$ cat src/design/frogger_pkg.sv
// Frogger shared definitions
// Matrix row types, game states, lane pattern and MAX7219 register map
`default_nettype none

package frogger_pkg;

	// ====================
	// Widths
	// ====================

	// One matrix row, bit i lights column i
	typedef logic [7:0] row_t;

	// Row or column index
	typedef logic [2:0] idx_t;

	// Serial word, address in the high byte
	typedef logic [15:0] max_word_t;

	// Game FSM
	typedef enum logic [1:0] {
		ST_IDLE,
		ST_PLAY,
		ST_LOST,
		ST_WON
	} play_state_t;

	// ====================
	// Game constants
	// ====================

	localparam idx_t FROG_START_ROW = 3'd0;
	localparam idx_t FROG_START_COL = 3'd4;

	// Background lanes, row 0 first
	localparam row_t LANE_PATTERN [8] = '{
		8'b00000000,
		8'b00000000,
		8'b11001100,
		8'b00000000,
		8'b00100100,
		8'b10001000,
		8'b00000000,
		8'b11011011
	};

	// ====================
	// MAX7219 registers
	// ====================

	localparam logic [7:0] MAX_REG_DECODE    = 8'h09;
	localparam logic [7:0] MAX_REG_INTENSITY = 8'h0A;
	localparam logic [7:0] MAX_REG_SCANLIMIT = 8'h0B;
	localparam logic [7:0] MAX_REG_SHUTDOWN  = 8'h0C;
	localparam logic [7:0] MAX_REG_TEST      = 8'h0F;

endpackage

`default_nettype wire

$ cat src/design/frog_control.sv
// Frog position
// Moves the frog one cell per button pulse while the game is running
`default_nettype none

module frog_control
	import frogger_pkg::*;
(
	input  logic        clock_50,
	input  logic        reset,
	input  logic        up_button,
	input  logic        down_button,
	input  logic        left_button,
	input  logic        right_button,
	input  play_state_t play_state,
	input  logic        restart,
	output idx_t        frog_row,
	output idx_t        frog_col
);

	// ====================
	// Position registers
	// ====================

	always_ff @(posedge clock_50) begin
		if (reset || restart) begin
			frog_row <= FROG_START_ROW;
			frog_col <= FROG_START_COL;
		end else if (play_state == ST_PLAY) begin
			// Up wins over down, down over left, left over right
			if (up_button) begin
				if (frog_row != 3'd7) begin
					frog_row <= frog_row + 3'd1;
				end
			end else if (down_button) begin
				if (frog_row != 3'd0) begin
					frog_row <= frog_row - 3'd1;
				end
			end else if (left_button) begin
				// Left walks toward column 7
				if (frog_col != 3'd7) begin
					frog_col <= frog_col + 3'd1;
				end
			end else if (right_button) begin
				if (frog_col != 3'd0) begin
					frog_col <= frog_col - 3'd1;
				end
			end
		end
	end

	// ====================
	// Checks
	// ====================

	// Frog is frozen outside play, except for a restart
	a_frozen_outside_play: assert property (@(posedge clock_50) disable iff (reset)
		((play_state != ST_PLAY) && !restart) |=> ($stable(frog_row) && $stable(frog_col)));

endmodule

`default_nettype wire

$ cat src/design/frogger_top.sv
// Frogger top level
// Frog, lanes, playfield and MAX7219 driver wired together
`default_nettype none

module frogger_top
	import frogger_pkg::*;
#(
	parameter int         SCROLL_TICKS = 5000000,
	parameter int         CLK_DIV      = 4,
	parameter logic [3:0] INTENSITY    = 4'hA
) (
	input  logic        clock_50,
	input  logic        reset,
	input  logic        start_button,
	input  logic        up_button,
	input  logic        down_button,
	input  logic        left_button,
	input  logic        right_button,
	output logic        max7219_din,
	output logic        max7219_ncs,
	output logic        max7219_clk,
	output play_state_t play_state
);

	idx_t frog_row;
	idx_t frog_col;
	logic restart;
	idx_t row_sel;
	row_t row_bits;
	row_t lane0;
	row_t lane1;
	row_t lane2;
	row_t lane3;
	row_t lane4;
	row_t lane5;
	row_t lane6;
	row_t lane7;

	// ====================
	// Game
	// ====================

	frog_control u_frog_control (
		.clock_50     (clock_50),
		.reset        (reset),
		.up_button    (up_button),
		.down_button  (down_button),
		.left_button  (left_button),
		.right_button (right_button),
		.play_state   (play_state),
		.restart      (restart),
		.frog_row     (frog_row),
		.frog_col     (frog_col)
	);

	lane_scroller #(
		.SCROLL_TICKS (SCROLL_TICKS)
	) u_lane_scroller (
		.clock_50   (clock_50),
		.reset      (reset),
		.play_state (play_state),
		.restart    (restart),
		.lane0      (lane0),
		.lane1      (lane1),
		.lane2      (lane2),
		.lane3      (lane3),
		.lane4      (lane4),
		.lane5      (lane5),
		.lane6      (lane6),
		.lane7      (lane7)
	);

	playfield u_playfield (
		.clock_50     (clock_50),
		.reset        (reset),
		.start_button (start_button),
		.frog_row     (frog_row),
		.frog_col     (frog_col),
		.lane0        (lane0),
		.lane1        (lane1),
		.lane2        (lane2),
		.lane3        (lane3),
		.lane4        (lane4),
		.lane5        (lane5),
		.lane6        (lane6),
		.lane7        (lane7),
		.row_sel      (row_sel),
		.row_bits     (row_bits),
		.play_state   (play_state),
		.restart      (restart)
	);

	// ====================
	// Display
	// ====================

	max7219_driver #(
		.CLK_DIV   (CLK_DIV),
		.INTENSITY (INTENSITY)
	) u_max7219_driver (
		.clock_50    (clock_50),
		.reset       (reset),
		.row_bits    (row_bits),
		.row_sel     (row_sel),
		.max7219_din (max7219_din),
		.max7219_ncs (max7219_ncs),
		.max7219_clk (max7219_clk)
	);

endmodule

`default_nettype wire

$ cat src/design/lane_scroller.sv
// Background lanes
// Eight lane registers, rotated every SCROLL_TICKS cycles while playing
`default_nettype none

module lane_scroller
	import frogger_pkg::*;
#(
	parameter int SCROLL_TICKS = 5000000
) (
	input  logic        clock_50,
	input  logic        reset,
	input  play_state_t play_state,
	input  logic        restart,
	output row_t        lane0,
	output row_t        lane1,
	output row_t        lane2,
	output row_t        lane3,
	output row_t        lane4,
	output row_t        lane5,
	output row_t        lane6,
	output row_t        lane7
);

	localparam int CNT_W = $clog2(SCROLL_TICKS + 1);

	logic [CNT_W-1:0] tick_cnt;
	logic             tick;
	row_t             lanes [8];

	// Last cycle of a scroll period
	assign tick = (tick_cnt == CNT_W'(SCROLL_TICKS - 1));

	// ====================
	// Lanes and prescaler
	// ====================

	always_ff @(posedge clock_50) begin
		if (reset || restart) begin
			tick_cnt <= '0;
			lanes    <= LANE_PATTERN;
		end else if (play_state == ST_PLAY) begin
			if (tick) begin
				tick_cnt <= '0;
				for (int i = 0; i < 8; i++) begin
					// Even lanes drift toward bit 7, odd ones toward bit 0
					if (i % 2 == 0) begin
						lanes[i] <= {lanes[i][6:0], lanes[i][7]};
					end else begin
						lanes[i] <= {lanes[i][0], lanes[i][7:1]};
					end
				end
			end else begin
				tick_cnt <= tick_cnt + CNT_W'(1);
			end
		end
	end

	assign lane0 = lanes[0];
	assign lane1 = lanes[1];
	assign lane2 = lanes[2];
	assign lane3 = lanes[3];
	assign lane4 = lanes[4];
	assign lane5 = lanes[5];
	assign lane6 = lanes[6];
	assign lane7 = lanes[7];

	// Rotation only moves cells, never adds or drops one
	for (genvar i = 0; i < 8; i++) begin : g_lane_chk
		a_rotation_keeps_cells: assert property (@(posedge clock_50) disable iff (reset)
			!restart |=> ($countones(lanes[i]) == $past($countones(lanes[i]))));
	end

endmodule

`default_nettype wire

$ cat src/design/max7219_driver.sv
// MAX7219 serial driver
// Sends the init words once, then refreshes the eight digit rows forever
`default_nettype none

module max7219_driver
	import frogger_pkg::*;
#(
	parameter int         CLK_DIV   = 4,
	parameter logic [3:0] INTENSITY = 4'hA
) (
	input  logic clock_50,
	input  logic reset,
	input  row_t row_bits,
	output idx_t row_sel,
	output logic max7219_din,
	output logic max7219_ncs,
	output logic max7219_clk
);

	localparam int DIV_W = $clog2(2 * CLK_DIV + 1);

	// Serial phase FSM
	typedef enum logic [1:0] {
		PH_GAP,
		PH_LOW,
		PH_HIGH
	} phase_t;

	phase_t           phase;
	logic [DIV_W-1:0] div_cnt;
	logic [3:0]       bit_cnt;
	max_word_t        shift_reg;
	max_word_t        word_now;
	logic [2:0]       init_idx;
	logic             init_done;
	logic             half_done;
	logic             gap_done;

	assign half_done = (div_cnt == DIV_W'(CLK_DIV - 1));
	assign gap_done  = (div_cnt == DIV_W'(2 * CLK_DIV - 1));

	// ====================
	// Word sequencer
	// ====================

	always_comb begin
		if (!init_done) begin
			case (init_idx)
				3'd0:    word_now = {MAX_REG_SHUTDOWN, 8'h01};
				3'd1:    word_now = {MAX_REG_DECODE, 8'h00};
				3'd2:    word_now = {MAX_REG_INTENSITY, 4'h0, INTENSITY};
				3'd3:    word_now = {MAX_REG_SCANLIMIT, 8'h07};
				default: word_now = {MAX_REG_TEST, 8'h00};
			endcase
		end else begin
			// Digit registers start at 1
			word_now = {8'(row_sel) + 8'd1, row_bits};
		end
	end

	// ====================
	// Serializer
	// ====================

	always_ff @(posedge clock_50) begin
		if (reset) begin
			phase       <= PH_GAP;
			div_cnt     <= '0;
			bit_cnt     <= '0;
			shift_reg   <= '0;
			init_idx    <= '0;
			init_done   <= 1'b0;
			row_sel     <= '0;
			max7219_ncs <= 1'b1;
			max7219_clk <= 1'b0;
		end else begin
			case (phase)
				PH_GAP: begin
					if (gap_done) begin
						// Chip select falls and the word is latched
						div_cnt     <= '0;
						bit_cnt     <= '0;
						shift_reg   <= word_now;
						max7219_ncs <= 1'b0;
						phase       <= PH_LOW;
					end else begin
						div_cnt <= div_cnt + DIV_W'(1);
					end
				end
				PH_LOW: begin
					if (half_done) begin
						div_cnt     <= '0;
						max7219_clk <= 1'b1;
						phase       <= PH_HIGH;
					end else begin
						div_cnt <= div_cnt + DIV_W'(1);
					end
				end
				PH_HIGH: begin
					if (half_done) begin
						div_cnt     <= '0;
						max7219_clk <= 1'b0;
						if (bit_cnt == 4'd15) begin
							max7219_ncs <= 1'b1;
							phase       <= PH_GAP;
							// Next slot, rows wrap 7 to 0
							if (!init_done) begin
								init_done <= (init_idx == 3'd4);
								init_idx  <= init_idx + 3'd1;
							end else begin
								row_sel <= row_sel + 3'd1;
							end
						end else begin
							bit_cnt   <= bit_cnt + 4'd1;
							shift_reg <= shift_reg << 1;
							phase     <= PH_LOW;
						end
					end else begin
						div_cnt <= div_cnt + DIV_W'(1);
					end
				end
				default: phase <= PH_GAP;
			endcase
		end
	end

	// MSB first
	assign max7219_din = shift_reg[15];

	// No clock edges while the chip is deselected
	a_clk_idle_when_deselected: assert property (@(posedge clock_50) disable iff (reset)
		max7219_ncs |-> !max7219_clk);

endmodule

`default_nettype wire

$ cat src/design/playfield.sv
// Playfield
// Builds the frame, detects collision and win, and runs the game FSM
`default_nettype none

module playfield
	import frogger_pkg::*;
(
	input  logic        clock_50,
	input  logic        reset,
	input  logic        start_button,
	input  idx_t        frog_row,
	input  idx_t        frog_col,
	input  row_t        lane0,
	input  row_t        lane1,
	input  row_t        lane2,
	input  row_t        lane3,
	input  row_t        lane4,
	input  row_t        lane5,
	input  row_t        lane6,
	input  row_t        lane7,
	input  idx_t        row_sel,
	output row_t        row_bits,
	output play_state_t play_state,
	output logic        restart
);

	row_t        lanes [8];
	row_t        frog_bit;
	logic        collision;
	logic        win;
	play_state_t state_next;

	assign lanes[0] = lane0;
	assign lanes[1] = lane1;
	assign lanes[2] = lane2;
	assign lanes[3] = lane3;
	assign lanes[4] = lane4;
	assign lanes[5] = lane5;
	assign lanes[6] = lane6;
	assign lanes[7] = lane7;

	// ====================
	// Frame and detection
	// ====================

	// One-hot frog column
	assign frog_bit = row_t'(1) << frog_col;

	// Row requested by the serial driver
	assign row_bits = lanes[row_sel] | ((row_sel == frog_row) ? frog_bit : '0);

	// Frog sitting on a lit cell of its own lane
	assign collision = |(lanes[frog_row] & frog_bit);
	assign win       = (frog_row == 3'd7) && !collision;

	// Start only counts when not already playing
	assign restart = start_button && (play_state != ST_PLAY);

	// ====================
	// Game FSM
	// ====================

	always_comb begin
		state_next = play_state;
		case (play_state)
			ST_IDLE, ST_LOST, ST_WON: begin
				if (restart) begin
					state_next = ST_PLAY;
				end
			end
			ST_PLAY: begin
				// A crash on the top row is still a loss
				if (collision) begin
					state_next = ST_LOST;
				end else if (win) begin
					state_next = ST_WON;
				end
			end
			default: state_next = ST_IDLE;
		endcase
	end

	always_ff @(posedge clock_50) begin
		if (reset) begin
			play_state <= ST_IDLE;
		end else begin
			play_state <= state_next;
		end
	end

	// End states wait for a new start
	a_end_state_held: assert property (@(posedge clock_50) disable iff (reset)
		((play_state inside {ST_LOST, ST_WON}) && !restart) |=> $stable(play_state));

endmodule

`default_nettype wire

$ cat config.mk
export PLATFORM = sky130hd
export DESIGN_NAME = frogger_top
export DESIGN_NICKNAME = d
export VERILOG_FILES = /design/src/design/frogger_pkg.sv /design/src/design/frog_control.sv /design/src/design/frogger_top.sv /design/src/design/lane_scroller.sv /design/src/design/max7219_driver.sv /design/src/design/playfield.sv
export SDC_FILE = /design/constraint.sdc
export NUM_CORES = 1
export LEC_CHECK = 0
export BUFFER_PORTS_ARGS = -buffer_cell sky130_fd_sc_hd__buf_4
export CORE_UTILIZATION = 35
export CTS_BUF_LIST = sky130_fd_sc_hd__clkbuf_4 sky130_fd_sc_hd__clkbuf_8
export DETAILED_ROUTE_END_ITERATION = 8
export PLACE_DENSITY = 0.54
export SLEW_MARGIN = 10
export SYNTH_ARGS = -nofsm -noshare
export SYNTH_HDL_FRONTEND = slang
export SYNTH_SLANG_ARGS = --single-unit
$ cat constraint.sdc
create_clock -name clock_50 -period 5.6 [get_ports clock_50]
set_clock_uncertainty 0.2 [all_clocks]
set_input_delay 1.4 -clock clock_50 [delete_from_list [all_inputs] [get_ports clock_50]]
set_output_delay 1.4 -clock clock_50 [all_outputs]
set_load 0.05 [all_outputs]
# Word-level counts from Yosys, hierarchy flattened
# Index checks and enable logic that the tools add are counted.
op_classes:
  addsub: 10
  n_lt_le_gt_ge: 2
  eq_ne: 27
  shift: 1
  n_mux: 46
  bitwise_logic: 7
  reduce_logical: 30
op_table:
  columns: ["operator", "n"]
  rows:
  - ["$mux 16", 4]
  - ["$bmux 8 s3", 2]
  - ["$pmux 11 s4", 1]
  - ["$mux 8", 5]
  - ["$pmux 16 s2", 1]
  - ["$mux 3", 8]
  - ["$add 23x1->23 const B", 1]
  - ["$eq 23x23->1 const B", 1]
  - ["$mux 23", 1]
  - ["$mux 4", 5]
  - ["$reduce_and 4->1", 5]
  - ["$pmux 4 s2", 2]
  - ["$ne 2x1->1 const B", 7]
  - ["$reduce_bool 2->1", 7]
  - ["$add 3x1->3 const B", 4]
  - ["$mux 2", 6]
  - ["$reduce_and 3->1", 3]
  - ["$add 4x1->4 const B", 2]
  - ["$and 8x8->8", 1]
  - ["$ge 4x4->1 const B", 2]
  - ["$not 3->4", 2]
  - ["$or 8x8->8", 1]
  - ["$reduce_or 8->1", 1]
  - ["$shl 1x3->8 const A", 1]
  - ["other kinds (29)", 50]
word_totals:
  regBits: 130
  wordCells: 144

# Longest topological paths before layout
depth:
  word_depth: 11
  mapped_depth: 8
  ltp_nobuf: 7

# Cells and area by module
# A second synthesis with hierarchy kept.
unflattened:
  cells_unflattened: 743
  area_unflattened_um2: 7049.3
by_module_without_submodules:
  columns: ["mod", "instances", "cells_each", "area_per_inst_um2", "seq_area_each_um2"]
  rows:
  - ["lane_scroller", 1, 357, 3479.6, 1741.7]
  - ["max7219_driver", 1, 219, 1870.5, 700.7]
  - ["playfield", 1, 117, 1286.2, 40.0]
  - ["frog_control", 1, 50, 412.9, 120.1]

# Worst setup path after synthesis
# OpenSTA, ideal clock, no wires.
synth_path:
  path_kind: "input to register"
  startpoint: "input up_button"
  endpoint: "register u_frog_control.frog_row[2]"
  arrival_time_ns: 2.728
  slack_ns: 2.602
  stages: 6
  n_path_buf: 1
  path_cell_list: "clkbuf_1 > inv_1 > fa_1 > xor2_1 > or3_1 > a21oi_1"
synth_via:
  elab_chain_len: 2
  word_cells_on_any_way: 5
synth_lines:
  columns: ["item", "line", "text"]
  rows:
  - ["from (decl)", "frogger_top.sv:15", "input logic up_button,"]
  - ["$ne 2x1->1 (no line) or $reduce_bool 2->1 (tied branches)", null, null]
  - ["$reduce_and 4->1 (no line)", null, null]
  - ["to (signal assigned)", "frog_control.sv:32", "frog_row <= frog_row + 3'd1;"]
  - ["to (signal assigned)", "frog_control.sv:36", "frog_row <= frog_row - 3'd1;"]
  - ["to (decl)", "frog_control.sv:16", "output idx_t frog_row,"]
# Parallel ways exist; a longest one is shown, timed or not.
# A chain may end at the register's enable or synchronous reset.

# Worst setup path after layout
layout_path:
  startpoint: "register u_max7219_driver.phase[0]"
  endpoint: "register u_max7219_driver.shift_reg[8]"
layout_via:
  elab_chain_len: 3
  word_cells_on_any_way: 8
layout_lines:
  columns: ["item", "line", "text"]
  rows:
  - ["from (decl)", "max7219_driver.sv:29", "phase_t phase;"]
  - ["from (signal assigned)", "max7219_driver.sv:67", "phase <= PH_GAP;"]
  - ["from (signal assigned)", "max7219_driver.sv:85", "phase <= PH_LOW;"]
  - ["from (signal assigned)", "max7219_driver.sv:94", "phase <= PH_HIGH;"]
  - ["$eq 2x2->1 or $logic_not 2->1 (tied branches)", "max7219_driver.sv:77", "case (phase)"]
  - ["$ne 2x2->1 (no line) (tied with other cells)", null, null]
  - ["$reduce_and 4->1 (no line)", null, null]
  - ["to (signal assigned)", "max7219_driver.sv:83", "shift_reg <= word_now;"]
  - ["to (signal assigned)", "max7219_driver.sv:115", "shift_reg <= shift_reg << 1;"]
  - ["to (decl)", "max7219_driver.sv:32", "max_word_t shift_reg;"]
# Parallel ways exist; a longest one is shown, timed or not.

==> flow_summary.json <==
{
  "syn-cell-area_um2": 6648,
  "finalSetupTns_ns": 0,
  "start_util_pct": 35.66,
  "cts_tree": "built",
  "gp_congestion": 0.7623,
  "irDropWorstVdd_v": 0.0001770,
  "clkSinkCount": 130,
  "ys_seq_elements": 130,
  "clk_path_buf_depth": 2,
  "post_cts_buffers": 0,
  "io_pins": 12,
  "startpoint_type": "flop",
  "p_per_area_nw_per_um2": 251.9,
  "dr.pass1.iters": 4,
  "hold_class": "flop to flop",
  "nets": 776,
  "max_freq_mhz": 317.6,
  "via_count": 5315,
  "crit_required_ns": 5.76,
  "synthTopCellsByCount": "167 x nand2_1, 130 x dfxtp_1, 76 x a21oi_1, 58 x nor2_1, 42 x clkbuf_1",
  "critical_path_arrival_ns": 3.31,
  "antenna_found_initial": 0,
  "fin_crit_ns": 3.149,
  "overflow": 0,
  "regToRegSetupSlack_ns": 2.45,
  "dp_hpwl_um": 10030,
  "largest_reg_flops": 23,
  "setup_slack_ns": 2.451,
  "clk_pin_slew_ns": 0.08,
  "synth.most_common_cell": "nand2_1",
  "hold-path-endpoint": "u_max7219_driver.shift_reg[0]$_SDFFE_PP0P_",
  "numCtsBuffers": 17,
  "final_layout_size_suffix_gt1_share_pct": 10.98,
  "antenna_cells": 0,
  "rsz0062_at_grt": "no",
  "synth_top_area_share_pct": 39.15,
  "maxSlewViolCount": 0,
  "grt_start_max_net_pins": 66,
  "die_y_um": 139.8,
  "yosysWarnings": 0,
  "fin_crit_sh_pct": 56.23,
  "hp-start": "u_max7219_driver.shift_reg[0]$_SDFFE_PP0P_",
  "ys_top_cells_by_area": "dfxtp_1 39%, nand2_1 9.4%, mux4_2 8.8%, a21oi_1 5.7%, nor2_1 3.3%",
  "die_x_um": 139.8,
  "holdPathStages": 2,
  "grt_pass1_wl_um": 25590,
  "drc": 0,
  "slew-limit-headroom_pct": 42.04,
  "cap_viol_max_count": 0,
  "seq_area_frac_synth_pct": 39.15,
  "ctsHoldBuffers": 0,
  "syn_avg_cell_area_um2": 8.667,
  "leakagePower_nw": 2.354,
  "root_buffer": "clkbuf_8",
  "synth_flop_cell": "dfxtp_1",
  "cp-end-kind": "flop",
  "core_um2": 18640,
  "viasPerCell": 5.320,
  "grt_pass1_vias": 4859,
  "std_cell_rows": 50,
  "wl_per_cell_um": 15.36,
  "syn_to_final_growth_pct": 8.903,
  "status": "finished clean",
  "r2r_start": "u_max7219_driver.phase[0]$_SDFFE_PP0P_",
  "nFillCells": 1936,
  "synth_nets": 790,
  "insertion_delay_ns": 0.45,
  "final_hold_viol_count": 0,
  "synth_area_leader_cell": "dfxtp_1",
  "synth-edff-count": 0,
  "critPathMaxFanout": 22,
  "setup_viol": 0,
  "first_iter_violations": 355,
  "synth_cell_type_count": 57,
  "grt_usage_pct": 16.50,
  "tightest_slew_ns": 0.8695,
  "async_flop_share_pct": 0,
  "cts_resized": 0,
  "worstSetupPathType": "flop to flop",
  "synth_cells": 767,
  "drt.antenna.violating_nets": 0,
  "wirelength_um": 15350,
  "pre_cts_ws_ns": 2.486,
  "power_w": 0.001823,
  "numPortBuffers": 11,
  "r2r-end": "u_max7219_driver.shift_reg[8]$_SDFFE_PP0P_",
  "r2r_cells": 7,
  "htreeDepth": 4,
  "die_area_um2": 19550
}
-- cell type report --
class / count / area [um2] / share of cell area [%]
clock buffer: 17 / 234.0 / 3.232
clock inverter: 14 / 141.4 / 1.953
multi-input combinational: 567 / 3755 / 51.87
timing repair buffer: 20 / 150.1 / 2.074
inverter: 17 / 63.81 / 0.8814
sequential: 130 / 2603 / 35.95
tap: 234 / 292.8 / 4.044
-- kinds of logic (layout without fill, tap and decap cells) --
kind of cell               count (synthesis)  count (layout)  synth area share [%]
AOI/OAI and AO/OA                        142             142                 12.86
xor gates and xnor gates                  37              37                 4.875
buffers and inverters                     70              68                 4.517
and+or+nand+nor                          326             326                 22.08
adders and majority gates                 16              16                 3.237
DFF                                      130             130                 39.15
muxes                                     46              46                 13.29
-- through the flow --
stage	hold WS (ns)	utilization (%)	instances	area [um2]
after detailed placement	0.2500	36.82	968	6864
after global placement	0.2471	36.82	968	6864
after global routing	0.2758	38.83	999	7239
after CTS	0.2619	38.83	999	7239
after floorplan	0.2321	-	767	6648
final	0.2590	38.83	999	7239
-- report_power, final --
group | leakage (nW) | switching [W] | internal (W) | total (W)
clock network | 0.183 | 0.000387 | 0.000390 | 0.000777
logic | 1.12 | 0.0000655 | 0.0000380 | 0.000104
registers | 1.05 | 0.0000114 | 0.000931 | 0.000943
-- how the worst max path moves through the flow --
| stage | slack [ns] | start | end | cells after the start |
|---|---|---|---|---|
| after global routing | 2.24 | u_max7219_driver.phase[1]$_SDFFE_PP0P_ | u_max7219_driver.shift_reg[8]$_SDFFE_PP0P_ | 6 |
| after CTS | 2.45 | u_max7219_driver.phase[0]$_SDFFE_PP0P_ | u_max7219_driver.shift_reg[8]$_SDFFE_PP0P_ | 7 |
| after detailed placement | 2.49 | u_max7219_driver.phase[0]$_SDFFE_PP0P_ | u_max7219_driver.shift_reg[8]$_SDFFE_PP0P_ | 7 |
| after global placement | 2.53 | reset | u_lane_scroller.tick_cnt[1]$_SDFFE_PP0P_ | 5 |
| after floorplan | 2.60 | up_button | u_frog_control.frog_row[2]$_SDFFE_PP0P_ | 6 |
| final | 2.45 | u_max7219_driver.phase[0]$_SDFFE_PP0P_ | u_max7219_driver.shift_reg[8]$_SDFFE_PP0P_ | 7 |
-- cells in the final DEF (no fill, tap or decap), drive strengths merged, types with 15 or more instances in the layout --
master,instances
buf,20
nand2,167
dfxtp,130
inv,18
mux4,32
nand3,27
o21ai,19
clkbuf,17
xor2,15
a21oi,76
xnor2,22
nor2,58
-- per-layer routing --
metal	share of wire [%]	track usage, %	vias to the layer above	wire length, um
li1	-	-	2665	-
met1	50	23.33	2552	7736
met2	45	24.45	79	6881
met3	3.4	3.097	19	518
met4	1.4	7.056	0	210
met5	0	0	-	0
-- worst max-delay path: stages, from the launching register on --
cell and delay [ns]:
dfxtp_1 0.34, inv_1 0.09, ha_1 0.62, or3b_2 0.52
a221oi_1 0.76, buf_4 0.29, nor2_1 0.05, a211oi_1 0.20
(Power assumes the default switching activity.)
